`src/rtl/riscv_alu_pkg.sv`:
```
`default_nettype none

package riscv_alu_pkg;

	localparam int ALU_OP_WIDTH = 7;
	localparam int XLEN = 32;
	localparam int CNT_WIDTH = 6;

	// for divisions bit 0 marks signed and bit 1 selects the remainder.
	typedef enum logic [ALU_OP_WIDTH-1:0] {
		ALU_LTS   = 7'b0000000,
		ALU_LTU   = 7'b0000001,
		ALU_SLTS  = 7'b0000010,
		ALU_SLTU  = 7'b0000011,
		ALU_LES   = 7'b0000100,
		ALU_LEU   = 7'b0000101,
		ALU_SLETS = 7'b0000110,
		ALU_SLETU = 7'b0000111,
		ALU_GTS   = 7'b0001000,
		ALU_GTU   = 7'b0001001,
		ALU_GES   = 7'b0001010,
		ALU_GEU   = 7'b0001011,
		ALU_EQ    = 7'b0001100,
		ALU_NE    = 7'b0001101,
		ALU_MIN   = 7'b0010000,
		ALU_MINU  = 7'b0010001,
		ALU_MAX   = 7'b0010010,
		ALU_MAXU  = 7'b0010011,
		ALU_AND   = 7'b0010101,
		ALU_ADD   = 7'b0011000,
		ALU_SUB   = 7'b0011001,
		ALU_SRA   = 7'b0100100,
		ALU_SRL   = 7'b0100101,
		ALU_ROR   = 7'b0100110,
		ALU_SLL   = 7'b0100111,
		ALU_OR    = 7'b0101110,
		ALU_XOR   = 7'b0101111,
		ALU_DIVU  = 7'b0110000,
		ALU_DIV   = 7'b0110001,
		ALU_REMU  = 7'b0110010,
		ALU_REM   = 7'b0110011,
		ALU_CNT   = 7'b0110100,
		ALU_CLB   = 7'b0110101,
		ALU_FF1   = 7'b0110110,
		ALU_FL1   = 7'b0110111
	} alu_op_e;

	typedef struct packed {
		alu_op_e op;
		logic [XLEN-1:0] a;
		logic [XLEN-1:0] b;
	} alu_req_t;

	typedef enum logic [1:0] {
		IDLE = 2'b00,
		BUSY = 2'b01,
		DONE = 2'b10
	} div_state_e;

endpackage

`default_nettype wire

```
`src/rtl/riscv_alu_arith.sv`:
```
`timescale 1ns/10ps
`default_nettype none

module riscv_alu_arith (
	input  riscv_alu_pkg::alu_req_t      req_i,
	output logic [riscv_alu_pkg::XLEN-1:0] sum_o,
	output logic                         cmp_true_o,
	output logic [riscv_alu_pkg::XLEN-1:0] minmax_o
);

	logic                          sub;
	logic [riscv_alu_pkg::XLEN-1:0] op_b;
	logic                          cmp_signed;
	logic                          is_equal;
	logic                          is_greater;
	logic                          do_min;

	// subtract is a + ~b + 1.
	assign sub   = (req_i.op == riscv_alu_pkg::ALU_SUB);
	assign op_b  = sub ? ~req_i.b : req_i.b;
	assign sum_o = req_i.a + op_b + {{(riscv_alu_pkg::XLEN-1){1'b0}}, sub};

	always_comb begin
		cmp_signed = 1'b0;
		case (req_i.op)
			riscv_alu_pkg::ALU_LTS, riscv_alu_pkg::ALU_SLTS,
			riscv_alu_pkg::ALU_LES, riscv_alu_pkg::ALU_SLETS,
			riscv_alu_pkg::ALU_GTS, riscv_alu_pkg::ALU_GES,
			riscv_alu_pkg::ALU_MIN, riscv_alu_pkg::ALU_MAX:
				cmp_signed = 1'b1;
			default: ;
		endcase
	end

	// one extra bit turns the unsigned compare into a signed one.
	assign is_equal   = (req_i.a == req_i.b);
	assign is_greater = $signed({cmp_signed & req_i.a[riscv_alu_pkg::XLEN-1], req_i.a}) >
		$signed({cmp_signed & req_i.b[riscv_alu_pkg::XLEN-1], req_i.b});

	always_comb begin
		cmp_true_o = is_equal;
		case (req_i.op)
			riscv_alu_pkg::ALU_EQ:
				cmp_true_o = is_equal;
			riscv_alu_pkg::ALU_NE:
				cmp_true_o = ~is_equal;
			riscv_alu_pkg::ALU_GTS, riscv_alu_pkg::ALU_GTU:
				cmp_true_o = is_greater;
			riscv_alu_pkg::ALU_GES, riscv_alu_pkg::ALU_GEU:
				cmp_true_o = is_greater | is_equal;
			riscv_alu_pkg::ALU_LTS, riscv_alu_pkg::ALU_LTU,
			riscv_alu_pkg::ALU_SLTS, riscv_alu_pkg::ALU_SLTU:
				cmp_true_o = ~(is_greater | is_equal);
			riscv_alu_pkg::ALU_LES, riscv_alu_pkg::ALU_LEU,
			riscv_alu_pkg::ALU_SLETS, riscv_alu_pkg::ALU_SLETU:
				cmp_true_o = ~is_greater;
			default: ;
		endcase
	end

	// max keeps a when a is greater, min flips the choice.
	assign do_min   = (req_i.op == riscv_alu_pkg::ALU_MIN) ||
		(req_i.op == riscv_alu_pkg::ALU_MINU);
	assign minmax_o = (is_greater ^ do_min) ? req_i.a : req_i.b;

endmodule

`default_nettype wire

```
`src/rtl/riscv_alu_shifter.sv`:
```
`timescale 1ns/10ps
`default_nettype none

module riscv_alu_shifter (
	input  riscv_alu_pkg::alu_req_t      req_i,
	output logic [riscv_alu_pkg::XLEN-1:0] shift_result_o
);

	logic                            shift_left;
	logic                            shift_arith;
	logic                            rotate;
	logic [riscv_alu_pkg::XLEN-1:0]   op_a_rev;
	logic [riscv_alu_pkg::XLEN-1:0]   op_a;
	logic [riscv_alu_pkg::XLEN-1:0]   fill;
	logic [2*riscv_alu_pkg::XLEN-1:0] wide;
	logic [2*riscv_alu_pkg::XLEN-1:0] wide_shifted;
	logic [riscv_alu_pkg::XLEN-1:0]   right_result;
	logic [riscv_alu_pkg::XLEN-1:0]   right_rev;

	assign shift_left  = (req_i.op == riscv_alu_pkg::ALU_SLL);
	assign shift_arith = (req_i.op == riscv_alu_pkg::ALU_SRA);
	assign rotate      = (req_i.op == riscv_alu_pkg::ALU_ROR);

	// a left shift is a right shift of the reversed word.
	assign op_a_rev = {<<{req_i.a}};
	assign op_a     = shift_left ? op_a_rev : req_i.a;

	// upper word is the sign fill, or a second copy for rotate.
	assign fill = rotate ? op_a :
		{riscv_alu_pkg::XLEN{shift_arith & op_a[riscv_alu_pkg::XLEN-1]}};
	assign wide = {fill, op_a};

	assign wide_shifted = wide >> req_i.b[4:0];
	assign right_result = wide_shifted[riscv_alu_pkg::XLEN-1:0];
	assign right_rev    = {<<{right_result}};

	assign shift_result_o = shift_left ? right_rev : right_result;

endmodule

`default_nettype wire

```
`src/rtl/riscv_alu_bit_count.sv`:
```
`timescale 1ns/10ps
`default_nettype none

module riscv_alu_bit_count (
	input  riscv_alu_pkg::alu_req_t           req_i,
	input  logic [riscv_alu_pkg::XLEN-1:0]      count_in_i,
	output logic [riscv_alu_pkg::CNT_WIDTH-1:0] count_result_o,
	output logic [4:0]                        first_one_o,
	output logic                              no_ones_o
);

	logic [riscv_alu_pkg::CNT_WIDTH-1:0] popcnt;
	logic [riscv_alu_pkg::CNT_WIDTH-1:0] ff1_idx;
	logic [riscv_alu_pkg::CNT_WIDTH-1:0] fl1_idx;
	logic [riscv_alu_pkg::CNT_WIDTH-1:0] clb_idx;
	logic [4:0]                         first_one;

	always_comb begin
		popcnt = '0;
		for (int i = 0; i < riscv_alu_pkg::XLEN; i++) begin
			popcnt = popcnt + riscv_alu_pkg::CNT_WIDTH'(req_i.a[i]);
		end
	end

	// priority scan from the top, so the lowest set bit wins.
	always_comb begin
		first_one = '0;
		for (int i = riscv_alu_pkg::XLEN - 1; i >= 0; i--) begin
			if (count_in_i[i]) begin
				first_one = 5'(i);
			end
		end
	end

	assign no_ones_o   = ~|count_in_i;
	assign first_one_o = first_one;

	assign ff1_idx = {1'b0, first_one};
	assign fl1_idx = riscv_alu_pkg::CNT_WIDTH'(31) - ff1_idx;
	assign clb_idx = ff1_idx - riscv_alu_pkg::CNT_WIDTH'(1);

	always_comb begin
		count_result_o = '0;
		case (req_i.op)
			riscv_alu_pkg::ALU_FF1:
				count_result_o = no_ones_o ? riscv_alu_pkg::CNT_WIDTH'(32) : ff1_idx;
			riscv_alu_pkg::ALU_FL1:
				count_result_o = no_ones_o ? riscv_alu_pkg::CNT_WIDTH'(32) : fl1_idx;
			riscv_alu_pkg::ALU_CNT:
				count_result_o = popcnt;
			riscv_alu_pkg::ALU_CLB: begin
				if (!no_ones_o) begin
					count_result_o = clb_idx;
				end else if (req_i.a[riscv_alu_pkg::XLEN-1]) begin
					count_result_o = riscv_alu_pkg::CNT_WIDTH'(31);
				end else begin
					count_result_o = '0;
				end
			end
			default: ;
		endcase
	end

endmodule

`default_nettype wire

```
`src/rtl/riscv_alu_div.sv`:
```
`timescale 1ns/10ps
`default_nettype none

module riscv_alu_div #(
	parameter int WIDTH = 32
) (
	input  logic                    clk_i,
	input  logic                    rst_n_i,
	input  logic                    div_start_i,
	input  riscv_alu_pkg::alu_req_t req_i,
	input  logic [4:0]              first_one_i,
	input  logic                    no_ones_i,
	input  logic                    out_ready_i,
	output logic [WIDTH-1:0]        div_result_o,
	output logic                    div_done_o
);

	localparam int CW = $clog2(WIDTH) + 1;

	riscv_alu_pkg::div_state_e state_q;
	logic [CW-1:0]    cnt_q;
	logic [CW-1:0]    steps;
	logic [CW-1:0]    shift;
	logic             neg_a;
	logic             neg_b;
	logic [WIDTH-1:0] mag_a;
	logic [WIDTH-1:0] mag_b;
	logic [WIDTH-1:0] dvd_q;
	logic [WIDTH-1:0] dvs_q;
	logic [WIDTH-1:0] rem_q;
	logic [WIDTH-1:0] quo_q;
	logic             neg_quo_q;
	logic             neg_rem_q;
	logic             zero_q;
	logic             rem_sel_q;
	logic [WIDTH:0]   partial;
	logic [WIDTH:0]   diff;
	logic             ge;
	logic [WIDTH-1:0] quo_fix;
	logic [WIDTH-1:0] rem_fix;

	assign neg_a = req_i.op[0] & req_i.a[WIDTH-1];
	assign neg_b = req_i.op[0] & req_i.b[WIDTH-1];
	assign mag_a = neg_a ? -req_i.a : req_i.a;
	assign mag_b = neg_b ? -req_i.b : req_i.b;

	// a negated dividend may need one bit more than its complement.
	assign steps = (no_ones_i ? CW'(1) : CW'(WIDTH) - CW'(first_one_i)) + CW'(neg_a);
	assign shift = CW'(WIDTH) - steps;

	assign partial = {rem_q, dvd_q[WIDTH-1]};
	assign ge      = (partial >= {1'b0, dvs_q});
	assign diff    = partial - {1'b0, dvs_q};

	always_ff @(posedge clk_i or negedge rst_n_i) begin
		if (!rst_n_i) begin
			state_q <= riscv_alu_pkg::IDLE;
			cnt_q   <= '0;
		end else begin
			case (state_q)
				riscv_alu_pkg::IDLE: begin
					if (div_start_i) begin
						cnt_q   <= steps;
						state_q <= riscv_alu_pkg::BUSY;
					end
				end
				riscv_alu_pkg::BUSY: begin
					cnt_q <= cnt_q - CW'(1);
					if (cnt_q == CW'(1)) begin
						state_q <= riscv_alu_pkg::DONE;
					end
				end
				riscv_alu_pkg::DONE: begin
					if (out_ready_i) begin
						state_q <= riscv_alu_pkg::IDLE;
					end
				end
				default: state_q <= riscv_alu_pkg::IDLE;
			endcase
		end
	end

	always_ff @(posedge clk_i) begin
		if (state_q == riscv_alu_pkg::IDLE && div_start_i) begin
			rem_q     <= '0;
			quo_q     <= '0;
			dvd_q     <= mag_a << shift;
			dvs_q     <= mag_b;
			neg_quo_q <= neg_a ^ neg_b;
			neg_rem_q <= neg_a;
			zero_q    <= ~|req_i.b;
			rem_sel_q <= req_i.op[1];
		end else if (state_q == riscv_alu_pkg::BUSY) begin
			rem_q <= ge ? diff[WIDTH-1:0] : partial[WIDTH-1:0];
			quo_q <= {quo_q[WIDTH-2:0], ge};
			dvd_q <= dvd_q << 1;
		end
	end

	// min / -1 needs no special case, negating 2**31 wraps back to itself.
	// with a zero divisor the remainder collects the dividend unchanged.
	assign quo_fix = zero_q ? '1 : (neg_quo_q ? -quo_q : quo_q);
	assign rem_fix = neg_rem_q ? -rem_q : rem_q;

	// registers do not move in DONE, so the result holds until accepted.
	assign div_result_o = rem_sel_q ? rem_fix : quo_fix;
	assign div_done_o   = (state_q == riscv_alu_pkg::DONE);

endmodule

`default_nettype wire

```
`src/rtl/riscv_alu.sv`:
```
`timescale 1ns/10ps
`default_nettype none

module riscv_alu (
	input  logic                           clk_i,
	input  logic                           rst_n_i,
	input  logic                           enable_i,
	input  riscv_alu_pkg::alu_op_e         operator_i,
	input  logic [riscv_alu_pkg::XLEN-1:0] operand_a_i,
	input  logic [riscv_alu_pkg::XLEN-1:0] operand_b_i,
	input  logic                           ex_ready_i,
	output logic [riscv_alu_pkg::XLEN-1:0] result_o,
	output logic                           comparison_result_o,
	output logic                           ready_o
);

	riscv_alu_pkg::alu_req_t req;
	logic [riscv_alu_pkg::XLEN-1:0]      sum;
	logic                              cmp_true;
	logic [riscv_alu_pkg::XLEN-1:0]      minmax;
	logic [riscv_alu_pkg::XLEN-1:0]      shift_result;
	logic [riscv_alu_pkg::CNT_WIDTH-1:0] count_result;
	logic [4:0]                        first_one;
	logic                              no_ones;
	logic [riscv_alu_pkg::XLEN-1:0]      a_rev;
	logic [riscv_alu_pkg::XLEN-1:0]      a_neg_rev;
	logic [riscv_alu_pkg::XLEN-1:0]      count_in;
	logic                              is_div;
	logic                              div_start;
	logic [riscv_alu_pkg::XLEN-1:0]      div_result;
	logic                              div_done;
	logic                              div_busy_q;

	assign req = '{op: operator_i, a: operand_a_i, b: operand_b_i};

	assign a_rev     = {<<{operand_a_i}};
	assign a_neg_rev = {<<{~operand_a_i}};

	// leading zeros (or leading ones of a negative value) become a first-one search.
	always_comb begin
		count_in = '0;
		case (operator_i)
			riscv_alu_pkg::ALU_FF1:
				count_in = operand_a_i;
			riscv_alu_pkg::ALU_FL1, riscv_alu_pkg::ALU_DIVU, riscv_alu_pkg::ALU_REMU:
				count_in = a_rev;
			riscv_alu_pkg::ALU_CLB, riscv_alu_pkg::ALU_DIV, riscv_alu_pkg::ALU_REM:
				count_in = operand_a_i[riscv_alu_pkg::XLEN-1] ? a_neg_rev : a_rev;
			default: ;
		endcase
	end

	assign is_div = (operator_i == riscv_alu_pkg::ALU_DIV) ||
		(operator_i == riscv_alu_pkg::ALU_DIVU) ||
		(operator_i == riscv_alu_pkg::ALU_REM) ||
		(operator_i == riscv_alu_pkg::ALU_REMU);
	assign div_start = enable_i & is_div;

	riscv_alu_arith arith_i (
		.req_i(req), .sum_o(sum), .cmp_true_o(cmp_true), .minmax_o(minmax)
	);

	riscv_alu_shifter shifter_i (
		.req_i(req), .shift_result_o(shift_result)
	);

	riscv_alu_bit_count bit_count_i (
		.req_i(req), .count_in_i(count_in), .count_result_o(count_result),
		.first_one_o(first_one), .no_ones_o(no_ones)
	);

	riscv_alu_div #(.WIDTH(riscv_alu_pkg::XLEN)) div_i (
		.clk_i(clk_i), .rst_n_i(rst_n_i), .div_start_i(div_start), .req_i(req),
		.first_one_i(first_one), .no_ones_i(no_ones), .out_ready_i(ex_ready_i),
		.div_result_o(div_result), .div_done_o(div_done)
	);

	always_comb begin
		result_o = '0;
		case (operator_i)
			riscv_alu_pkg::ALU_AND: result_o = operand_a_i & operand_b_i;
			riscv_alu_pkg::ALU_OR:  result_o = operand_a_i | operand_b_i;
			riscv_alu_pkg::ALU_XOR: result_o = operand_a_i ^ operand_b_i;
			riscv_alu_pkg::ALU_ADD, riscv_alu_pkg::ALU_SUB:
				result_o = sum;
			riscv_alu_pkg::ALU_SLL, riscv_alu_pkg::ALU_SRL,
			riscv_alu_pkg::ALU_SRA, riscv_alu_pkg::ALU_ROR:
				result_o = shift_result;
			riscv_alu_pkg::ALU_MIN, riscv_alu_pkg::ALU_MINU,
			riscv_alu_pkg::ALU_MAX, riscv_alu_pkg::ALU_MAXU:
				result_o = minmax;
			riscv_alu_pkg::ALU_EQ, riscv_alu_pkg::ALU_NE,
			riscv_alu_pkg::ALU_GTS, riscv_alu_pkg::ALU_GTU,
			riscv_alu_pkg::ALU_GES, riscv_alu_pkg::ALU_GEU,
			riscv_alu_pkg::ALU_LTS, riscv_alu_pkg::ALU_LTU,
			riscv_alu_pkg::ALU_LES, riscv_alu_pkg::ALU_LEU,
			riscv_alu_pkg::ALU_SLTS, riscv_alu_pkg::ALU_SLTU,
			riscv_alu_pkg::ALU_SLETS, riscv_alu_pkg::ALU_SLETU:
				result_o = {{(riscv_alu_pkg::XLEN-1){1'b0}}, cmp_true};
			riscv_alu_pkg::ALU_FF1, riscv_alu_pkg::ALU_FL1,
			riscv_alu_pkg::ALU_CNT, riscv_alu_pkg::ALU_CLB:
				result_o = {{(riscv_alu_pkg::XLEN-riscv_alu_pkg::CNT_WIDTH){1'b0}}, count_result};
			riscv_alu_pkg::ALU_DIV, riscv_alu_pkg::ALU_DIVU,
			riscv_alu_pkg::ALU_REM, riscv_alu_pkg::ALU_REMU:
				result_o = div_result;
			default: ;
		endcase
	end

	assign comparison_result_o = cmp_true;

	// high from the capture of a division until its result is taken.
	always_ff @(posedge clk_i or negedge rst_n_i) begin
		if (!rst_n_i) begin
			div_busy_q <= 1'b0;
		end else if (div_done && ex_ready_i) begin
			div_busy_q <= 1'b0;
		end else if (div_start) begin
			div_busy_q <= 1'b1;
		end
	end

	// ready only with the divider idle and unrequested, or holding a result.
	assign ready_o = div_done | (~div_busy_q & ~div_start);

endmodule

`default_nettype wire

```
`config.mk`:
```
export PLATFORM = sky130hd
export DESIGN_NAME = riscv_alu
export DESIGN_NICKNAME = d
export VERILOG_FILES = /design/src/rtl/riscv_alu_pkg.sv /design/src/rtl/riscv_alu_arith.sv /design/src/rtl/riscv_alu_shifter.sv /design/src/rtl/riscv_alu_bit_count.sv /design/src/rtl/riscv_alu_div.sv /design/src/rtl/riscv_alu.sv
export SDC_FILE = /design/constraint.sdc
export NUM_CORES = 1
export LEC_CHECK = 0
export BUFFER_PORTS_ARGS = -buffer_cell sky130_fd_sc_hd__buf_2
export CORE_UTILIZATION = 30
export DETAILED_ROUTE_END_ITERATION = 12
export PLACE_DENSITY = 0.49
export RECOVER_POWER = 50
export SLEW_MARGIN = 20
export SYNTH_ARGS = -nofsm -noshare
export SYNTH_HDL_FRONTEND = slang
export SYNTH_SLANG_ARGS = --single-unit
```
`constraint.sdc`:
```
create_clock -name clk_i -period 13.1 [get_ports clk_i]
set_clock_uncertainty 0.1 [all_clocks]
set_input_delay 0.655 -clock clk_i [delete_from_list [all_inputs] [get_ports clk_i]]
set_output_delay 0.655 -clock clk_i [all_outputs]
set_load 0.005 [all_outputs]
```
==> metrics.md, run 1 <==
| Metric | Value |
|---|---|
| NumNets Final | approximately 3200 |
| Leakage Power | about 11 nW |
| Final Total Pwr | about 3.6 mW |
| Worst path setup slack after routing | just over 3 ns |
| Last weighted congestion value of the routability-driven placer | ~0.97 |
| Count of final hold-check violations | 0 |
| Dominant cells by area after synthesis | sky130_fd_sc_hd__mux2i_1, sky130_fd_sc_hd__ha_1, sky130_fd_sc_hd__edfxtp_1 |
| Tightest Hold Check Type | in2reg |
| Violations in the final reports | max-capacitance violations, max-slew violations |
| Floorplan die width | approximately 280 microns |
| Share of the synthesized area in compound gates (AO/OA/AOI/OAI) | 26.6% |
| Commonest non-fill, non-tap cell in the layout | sky130_fd_sc_hd__mux2i_1 |
| Aggregate routed wire length | 99500 microns |
| Total setup violations reported at the end of the flow | 0 |
| Dominant register cell in the synthesized netlist | sky130_fd_sc_hd__edfxtp_1 |
| M1 GR Usage | 34.7% |
| Routed vias | approximately 23000 |
| Number of enable flip-flop cells after synthesis | about 70 |
| Number of antenna violations at the first check in global routing | 12 |
| Met3 capacity usage during global routing | under 10% |
| Share of post-route cells with drive strength above 1 | 9.77% |
| Detailed-route vias per instance | just under 6 |
| First-pass GRT wire length | ~150000 microns |
| Number of storage elements in the synthesis netlist | 141 |
| Number of placed cells counting well taps | between 3000 and 4000 |
| Remaining global-route overflow | 0 |
| Top library cells by usage in the layout, fill and taps aside | sky130_fd_sc_hd__mux2i_1, sky130_fd_sc_hd__nand2_1, sky130_fd_sc_hd__o21ai_0, sky130_fd_sc_hd__a21oi_1, sky130_fd_sc_hd__ha_1 |
| Die ar. | 78800 sq um |
| Bufs on Longest Clock Path | 2 |
| Number of levels the H-tree was split into | 4 |
| HPWL after DPL | roughly 74000 microns |
| Actual slew at the worst max-slew pin | about 3.6 ns |
| Data arrival time of the critical path | around 10 ns |
| Status | finished, violations left |
| Util after Layout | about a third |
| Post-synthesis share of cell area spent on full adders, half adders and majority gates | 11.7% |
| Synth top area share | between 10% and 20% |
| Total negative setup slack | 0 ns |
| Max IR drop VDD | roughly 0.00011 V |
| Count of non-filler cells in the finished layout | approximately 4000 |
| Number of unique standard cell types used by synthesis | ~110 |
| Share of synthesized flip-flops with an asynchronous set or reset | around 6.4% |
| Period utilisation layout | ~77% |
| Post-synthesis area per instance | between 7 and 8 sq um |
| Leading area contributor after synthesis | sky130_fd_sc_hd__mux2i_1 |
| CTS tree | yes |
| Gate count after technology mapping | 2968 |
| Area share of xor/xnor cells in the synthesized design | under 10% |
| Overall routing resource usage | around a quarter |
| Vias in the first global route | between 20000 and 25000 |
| Path type of the worst setup path | in2reg |
| Category of the worst setup path capture point | register |
| Clock buffers created by TritonCTS | 17 |
| Floorplan Core Area | about 76000 sq um |
| Syn-to-layout area delta | 8.08% |
| Pre-Repair DR Iteration Count | 6 |
| Data required, critical path | roughly 13 ns |
| Worst R2R Setup Slack | approximately 7.5 ns |
| Sequential area share after synthesis | between 15 and 20% |
| Root cell of the clock tree | sky130_fd_sc_hd__clkbuf_16 |
| Crit start category | input pin |
| Summed instance area of the synthesized netlist | 23300 sq um |
| Worst-path fanout max | 77 |
| Count of pins over their slew limit | 442 |
| Simple-gate share of the synthesized area | between 10% and 20% |
| Routed wire length per instance | roughly 25 microns |
| Clock latency on the worst-skew pair | between 0.4 and 0.5 ns |
| Synth Net Count | 3246 |
| Starting Density | just over 30% |
| Number of clock sinks | between 100 and 150 |
| Busiest metal layer after global routing | met2 |
| Worst setup timing slack at the placement stage | approximately 5.3 ns |
| Residual DRC | 0 |
| Count of input and output buffers | 108 |
| Post-route minimum period | between 10 and 15 ns |
| Number of warning messages in the yosys log | 0 |
| DIE HEIGHT | between 200 and 300 microns |
| # rows | 101 |
| CTS clk-pin slew, worst paths | around 0.070 ns |
| Post-synthesis mux area share | between 15 and 20% |
| Power per cell area | ~140 nW/um^2 |
| Main combinational cell family by area after synthesis | compound AO/OA/AOI/OAI gates |
| DRT antenna net count | 0 |
| Largest net degree at the start of global routing | 81 |
| Global-route track usage on met2 | ~37% |
| Timing-limited maximum frequency | between 90 and 100 MHz |
| Worst slew margin relative to its limit | -139% |
| Number of I/O pins | about 110 |
| Violation count after the first detailed-routing iteration | around 2600 |
| Post-CTS Resized | 0 |
| Unrepaired setup endpoints after global routing | false |
| Number of violations of the max-capacitance limit | 9 |
## per-layer routing
metal / vias up / routed length (microns) / part of all wire (%)
li1: 10900 / - / -
met1: 11300 / 44600 / 45
met2: 1076 / 42600 / 43
met3: 194 / 7920 / 8.0
met4: 4 / 4370 / 4.4
met5: - / 39 / 0.039
## synth_stat cells (13+ instances only)
| cell | instances |
|---|---|
| sky130_fd_sc_hd__mux2i_1 | 288 |
| sky130_fd_sc_hd__nand2_1 | 286 |
| sky130_fd_sc_hd__o21ai_0 | 231 |
| sky130_fd_sc_hd__a21oi_1 | 206 |
| sky130_fd_sc_hd__ha_1 | 177 |
| sky130_fd_sc_hd__nor2_1 | 165 |
| sky130_fd_sc_hd__inv_1 | 164 |
| sky130_fd_sc_hd__clkbuf_1 | 146 |
| sky130_fd_sc_hd__xnor2_1 | 134 |
| sky130_fd_sc_hd__xor2_1 | 76 |
| sky130_fd_sc_hd__edfxtp_1 | 68 |
| sky130_fd_sc_hd__dfxtp_1 | 64 |
| sky130_fd_sc_hd__nand3_1 | 57 |
| sky130_fd_sc_hd__nor3_1 | 49 |
| sky130_fd_sc_hd__a21o_1 | 39 |
| sky130_fd_sc_hd__a221oi_1 | 36 |
| sky130_fd_sc_hd__nand2b_1 | 36 |
| sky130_fd_sc_hd__o211ai_1 | 36 |
| sky130_fd_sc_hd__buf_2 | 35 |
| sky130_fd_sc_hd__a31oi_1 | 31 |
| sky130_fd_sc_hd__nor4_1 | 30 |
| sky130_fd_sc_hd__o21bai_1 | 30 |
| sky130_fd_sc_hd__o31ai_1 | 30 |
| sky130_fd_sc_hd__a22oi_1 | 27 |
| sky130_fd_sc_hd__fa_1 | 26 |
| sky130_fd_sc_hd__a32o_1 | 24 |
| sky130_fd_sc_hd__buf_1 | 24 |
| sky130_fd_sc_hd__o41ai_1 | 23 |
| sky130_fd_sc_hd__nor2b_1 | 22 |
| sky130_fd_sc_hd__o221ai_1 | 22 |
| sky130_fd_sc_hd__a211oi_1 | 20 |
| sky130_fd_sc_hd__nand4_1 | 20 |
| sky130_fd_sc_hd__or3_1 | 20 |
| sky130_fd_sc_hd__mux4_2 | 19 |
| sky130_fd_sc_hd__mux2_2 | 17 |
| sky130_fd_sc_hd__o22ai_1 | 17 |
| sky130_fd_sc_hd__o32ai_1 | 17 |
| sky130_fd_sc_hd__and2_1 | 13 |
## path summary, 6_finish.rpt
path,startpoint,to,cells past startpoint
max,operator_i[0],div_i.dvd_q[30],19
min,ex_ready_i,div_i.state_q[1],2
max reg2reg,div_i.state_q[0],div_i.dvd_q[7],5
min reg2reg,div_i.quo_q[31],div_i.quo_q[31],2
max in group asynchronous,rst_n_i,div_i.cnt_q[5],2
min in group asynchronous,rst_n_i,div_i.state_q[1],2
## per-stage QoR
step | instance area (sq um) | hold slack [ns]
detailed placement | 24600 | 0.373
global route | 25200 | 0.318
global placement | 24600 | 0.364
finish | 25200 | 0.314
CTS | 25200 | 0.299
floorplan | 23300 | 0.259
## report_power, final
group | switching, mW | internal [mW]
Combinational | 1.38 | 0.925
Sequential | 0.175 | 0.620
Clock | 0.242 | 0.258
## timing repair
action | in CTS | in global routing
hold buffers | 1 | 0
buffers inserted | 0 | 0
endpoints found under the hold margin | 9 | 0
## worst max-delay path, cell delays in order
cell,delay (ns)
sky130_fd_sc_hd__clkbuf_1,1.57
sky130_fd_sc_hd__clkbuf_1,2.42
sky130_fd_sc_hd__mux2_1,0.44
sky130_fd_sc_hd__a221o_1,0.31
sky130_fd_sc_hd__o31a_1,0.28
sky130_fd_sc_hd__a211oi_2,0.36
sky130_fd_sc_hd__nand4_1,0.38
sky130_fd_sc_hd__nand3b_4,0.40
sky130_fd_sc_hd__nand2_1,0.12
sky130_fd_sc_hd__ha_1,0.34
sky130_fd_sc_hd__inv_2,0.65
sky130_fd_sc_hd__nand2_1,0.26
sky130_fd_sc_hd__a2111oi_2,0.32
sky130_fd_sc_hd__o211ai_1,0.22
sky130_fd_sc_hd__xnor2_4,0.49
sky130_fd_sc_hd__buf_16,0.24
sky130_fd_sc_hd__mux2i_1,0.31
sky130_fd_sc_hd__nand2_1,0.09
sky130_fd_sc_hd__a32o_1,0.27
## area by class of cell
cell class	count	area [sq um]
multi-input cells	2427	18100
clock buffers	17	425
diodes	3	7.51
well taps	1030	1290
clock inverters	15	164
flip-flops and latches	141	3550
inverters	173	649
repair buffers	166	962
fillers	8293	51200
## cells by family (layout without fill, tap and decap cells)
logic type	count (synthesis)	in the layout
fa+ha+maj	203	203
compound gates	916	916
flops	141	141
mux	328	328
xor+xnor	215	215
simple gates	765	765
other cells	0	3
buf+inv	400	371
## sequential cells by signal, summed over array words and instances (netlist names)
register	count
div_busy_q	1
div_i.cnt_q	6
div_i.dvd_q	32
div_i.dvs_q	32
div_i.neg_quo_q	1
div_i.neg_rem_q	1
div_i.quo_q	32
div_i.rem_q	32
div_i.rem_sel_q	1
div_i.state_q	2
div_i.zero_q	1
Power figures use the tool's default switching activity.
==> run 2, diff against run 1 <==
--- a/config.mk
+++ b/config.mk
@@ -8,7 +8,7 @@
 export BUFFER_PORTS_ARGS = -buffer_cell sky130_fd_sc_hd__buf_2
 export CORE_UTILIZATION = 30
 export DETAILED_ROUTE_END_ITERATION = 12
-export PLACE_DENSITY = 0.49
+export PLACE_DENSITY = 0.5
 export RECOVER_POWER = 50
 export SLEW_MARGIN = 20
 export SYNTH_ARGS = -nofsm -noshare
==> constraint.sdc (replaced) <==
create_clock -name clk_i -period 8.7 [get_ports clk_i]
set_clock_uncertainty 0.1 [all_clocks]
set_input_delay 0.435 -clock clk_i [delete_from_list [all_inputs] [get_ports clk_i]]
set_output_delay 0.435 -clock clk_i [all_outputs]
set_load 0.005 [all_outputs]
==> run 2 against run 1 <==
  * Critical endpoint is now div_i.dvd_q[26]
  * Sequential power rose by 51%
  * First-iteration DRC count fell by 2.8%
  * The flow still finishes with violations (max-capacitance violations, max-slew violations)
  * Clock power rose by 52%
  * Worst hold slack got worse by 0.21 ns
  * Flip-flop and latch count did not move
  * Non-clock buffer count rose by 2
  * Via count rose by 0.64%
  * Combinational power rose by 53%
  * Setup slack got worse by 2.2 ns
  * Critical path depth rose by 2
==> metrics.md, run 2 (synthesis results as in run 1) <==
| Metric | Value |
|---|---|
| Die ar. | about 79000 sq um |
| First-pass GRT wire length | 147000 microns |
| # rows | a little over 100 |
| Commonest non-fill, non-tap cell in the layout | sky130_fd_sc_hd__mux2i_1 |
| Data arrival time of the critical path | 8.00 ns |
| NumNets Final | about 3200 |
| Path type of the worst setup path | in2reg |
| Total negative setup slack | 0 ns |
| Largest net degree at the start of global routing | 80 |
| Number of antenna violations at the first check in global routing | 9 |
| Vias in the first global route | approximately 22000 |
| Floorplan die width | around 280 microns |
| Detailed-route vias per instance | slightly below 6 |
| Count of input and output buffers | roughly 110 |
| Share of post-route cells with drive strength above 1 | slightly below 10% |
| Max IR drop VDD | between 0.00015 and 0.0002 V |
| Category of the worst setup path capture point | register |
| Crit start category | input pin |
| Remaining global-route overflow | 0 |
| Status | finished, violations left |
| HPWL after DPL | 75700 microns |
| DIE HEIGHT | about 280 microns |
| DRT antenna net count | 0 |
| Period utilisation layout | 90.8% |
| Bufs on Longest Clock Path | 2 |
| Top library cells by usage in the layout, fill and taps aside | sky130_fd_sc_hd__mux2i_1, sky130_fd_sc_hd__nand2_1, sky130_fd_sc_hd__o21ai_0, sky130_fd_sc_hd__a21oi_1, sky130_fd_sc_hd__ha_1 |
| Total setup violations reported at the end of the flow | 0 |
| Aggregate routed wire length | 100000 microns |
| Overall routing resource usage | between 20% and 30% |
| Worst slew margin relative to its limit | -158% |
| Post-CTS setup buffers | 0 |
| Last weighted congestion value of the routability-driven placer | slightly below 1 |
| Routed wire length per instance | around 25 microns |
| Fillers | 8279 |
| Clock buffers created by TritonCTS | 17 |
| Starting Density | 30.5% |
| Violations in the final reports | max-capacitance violations, max-slew violations |
| Pre-Repair DR Iteration Count | 6 |
| Clock latency on the worst-skew pair | 0.45 ns |
| Unrepaired setup endpoints after global routing | false |
| Data required, critical path | slightly below 9 ns |
| Root cell of the clock tree | sky130_fd_sc_hd__clkbuf_16 |
| Count of pins over their slew limit | 379 |
| Floorplan Core Area | between 70000 and 80000 sq um |
| Number of clock sinks | between 100 and 150 |
| Count of final hold-check violations | 0 |
| Tightest Hold Check Type | in2reg |
| Number of I/O pins | 109 |
| Final std cell area, no fill | 25200 sq um |
| CTS clk-pin slew, worst paths | roughly 0.07 ns |
| Actual slew at the worst max-slew pin | roughly 3.9 ns |
| Power per cell area | 218 nW/um^2 |
| Number of levels the H-tree was split into | 4 |
| Number of placed cells counting well taps | 3938 |
| Routed vias | around 24000 |
| CTS tree | yes |
| Count of non-filler cells in the finished layout | 3976 |
| Violation count after the first detailed-routing iteration | 2542 |
| Number of violations of the max-capacitance limit | 8 |
| Post-route minimum period | 7.90 ns |
| Post-CTS Resized | 0 |
| Leakage Power | 10.6 nW |
| Syn-to-layout area delta | 8.11% |
| Residual DRC | 0 |
| Timing-limited maximum frequency | ~130 MHz |
| Worst-path fanout max | 48 |
| Post-Place Cell Area | around 25000 sq um |
[run 2: through the flow]
stage	utilization [%]	worst slack, ns	hold WS, ns	power, mW
4_1_cts	33.0	1.34	0.0863	5.45
3_5_place_dp	32.2	1.35	0.225	4.66
3_3_place_gp	32.2	1.44	0.224	4.68
2_1_floorplan	-	2.25	0.0394	3.77
5_1_grt	33.0	0.630	0.0997	5.91
6_report	33.0	0.804	0.107	5.48
[run 2: power by group]
part / total (mW) / internal (mW) / switching (mW)
registers: 1.20 / 0.937 / 0.260
logic: 3.52 / 1.40 / 2.13
clock network: 0.760 / 0.410 / 0.350
[run 2: critical path: stages]
cell,delay (ns)
sky130_fd_sc_hd__buf_4,0.25
sky130_fd_sc_hd__inv_1,0.24
sky130_fd_sc_hd__clkbuf_1,1.83
sky130_fd_sc_hd__o21ai_0,0.44
sky130_fd_sc_hd__a21oi_1,0.32
sky130_fd_sc_hd__o211ai_1,0.13
sky130_fd_sc_hd__a21o_1,0.21
sky130_fd_sc_hd__nor4_1,0.33
sky130_fd_sc_hd__a22oi_2,0.23
sky130_fd_sc_hd__ha_1,0.39
sky130_fd_sc_hd__and2_1,0.27
sky130_fd_sc_hd__ha_1,0.34
sky130_fd_sc_hd__inv_1,0.16
sky130_fd_sc_hd__and3_1,0.21
sky130_fd_sc_hd__a2111oi_2,0.35
sky130_fd_sc_hd__o211ai_1,0.23
sky130_fd_sc_hd__xnor2_4,0.69
sky130_fd_sc_hd__buf_4,0.31
sky130_fd_sc_hd__mux2i_1,0.20
sky130_fd_sc_hd__nand2_1,0.08
sky130_fd_sc_hd__a32o_1,0.27
[run 2: path summary, 6_finish.rpt]
path,startpoint,end,slack [ns],cells past startpoint
worst max-delay path,operator_i[0],div_i.dvd_q[26],0.80,21
min in group asynchronous,rst_n_i,div_i.cnt_q[5],0.41,2
worst min register to register,div_i.quo_q[31],div_i.quo_q[31],0.38,2
worst max register to register,div_i.state_q[0],div_i.cnt_q[1],3.25,5
max in group asynchronous,rst_n_i,div_i.state_q[1],7.69,2
worst min-delay path,ex_ready_i,div_i.state_q[1],0.11,2
[run 2: final cells by class]
class                   instances  area [sq um]  area share, %
clock buffers                  17           425           1.69
well taps                    1030          1290           5.12
flip-flops and latches        141          3550           14.1
diodes                          5          12.5         0.0497
inverters                     173           649           2.58
repair buffers                168           952           3.78
multi-input cells            2427         18100           72.0
clock inverters                15           170          0.676
[run 2: layer usage]
metal | vias to the layer above | share of wire, % | GRT usage, %
li1 | 10900 | - | -
met1 | 11400 | 45 | 35.2
met2 | 1131 | 44 | 38.8
met3 | 212 | 7.2 | 2.13
met4 | 2 | 4.0 | 10.0
met5 | - | 0.0090 | 0
[run 2: repair_timing]
item,CTS,global route
endpoints found under the hold margin,9,0
setup endpoints to repair,0,0
hold buffers,1,0
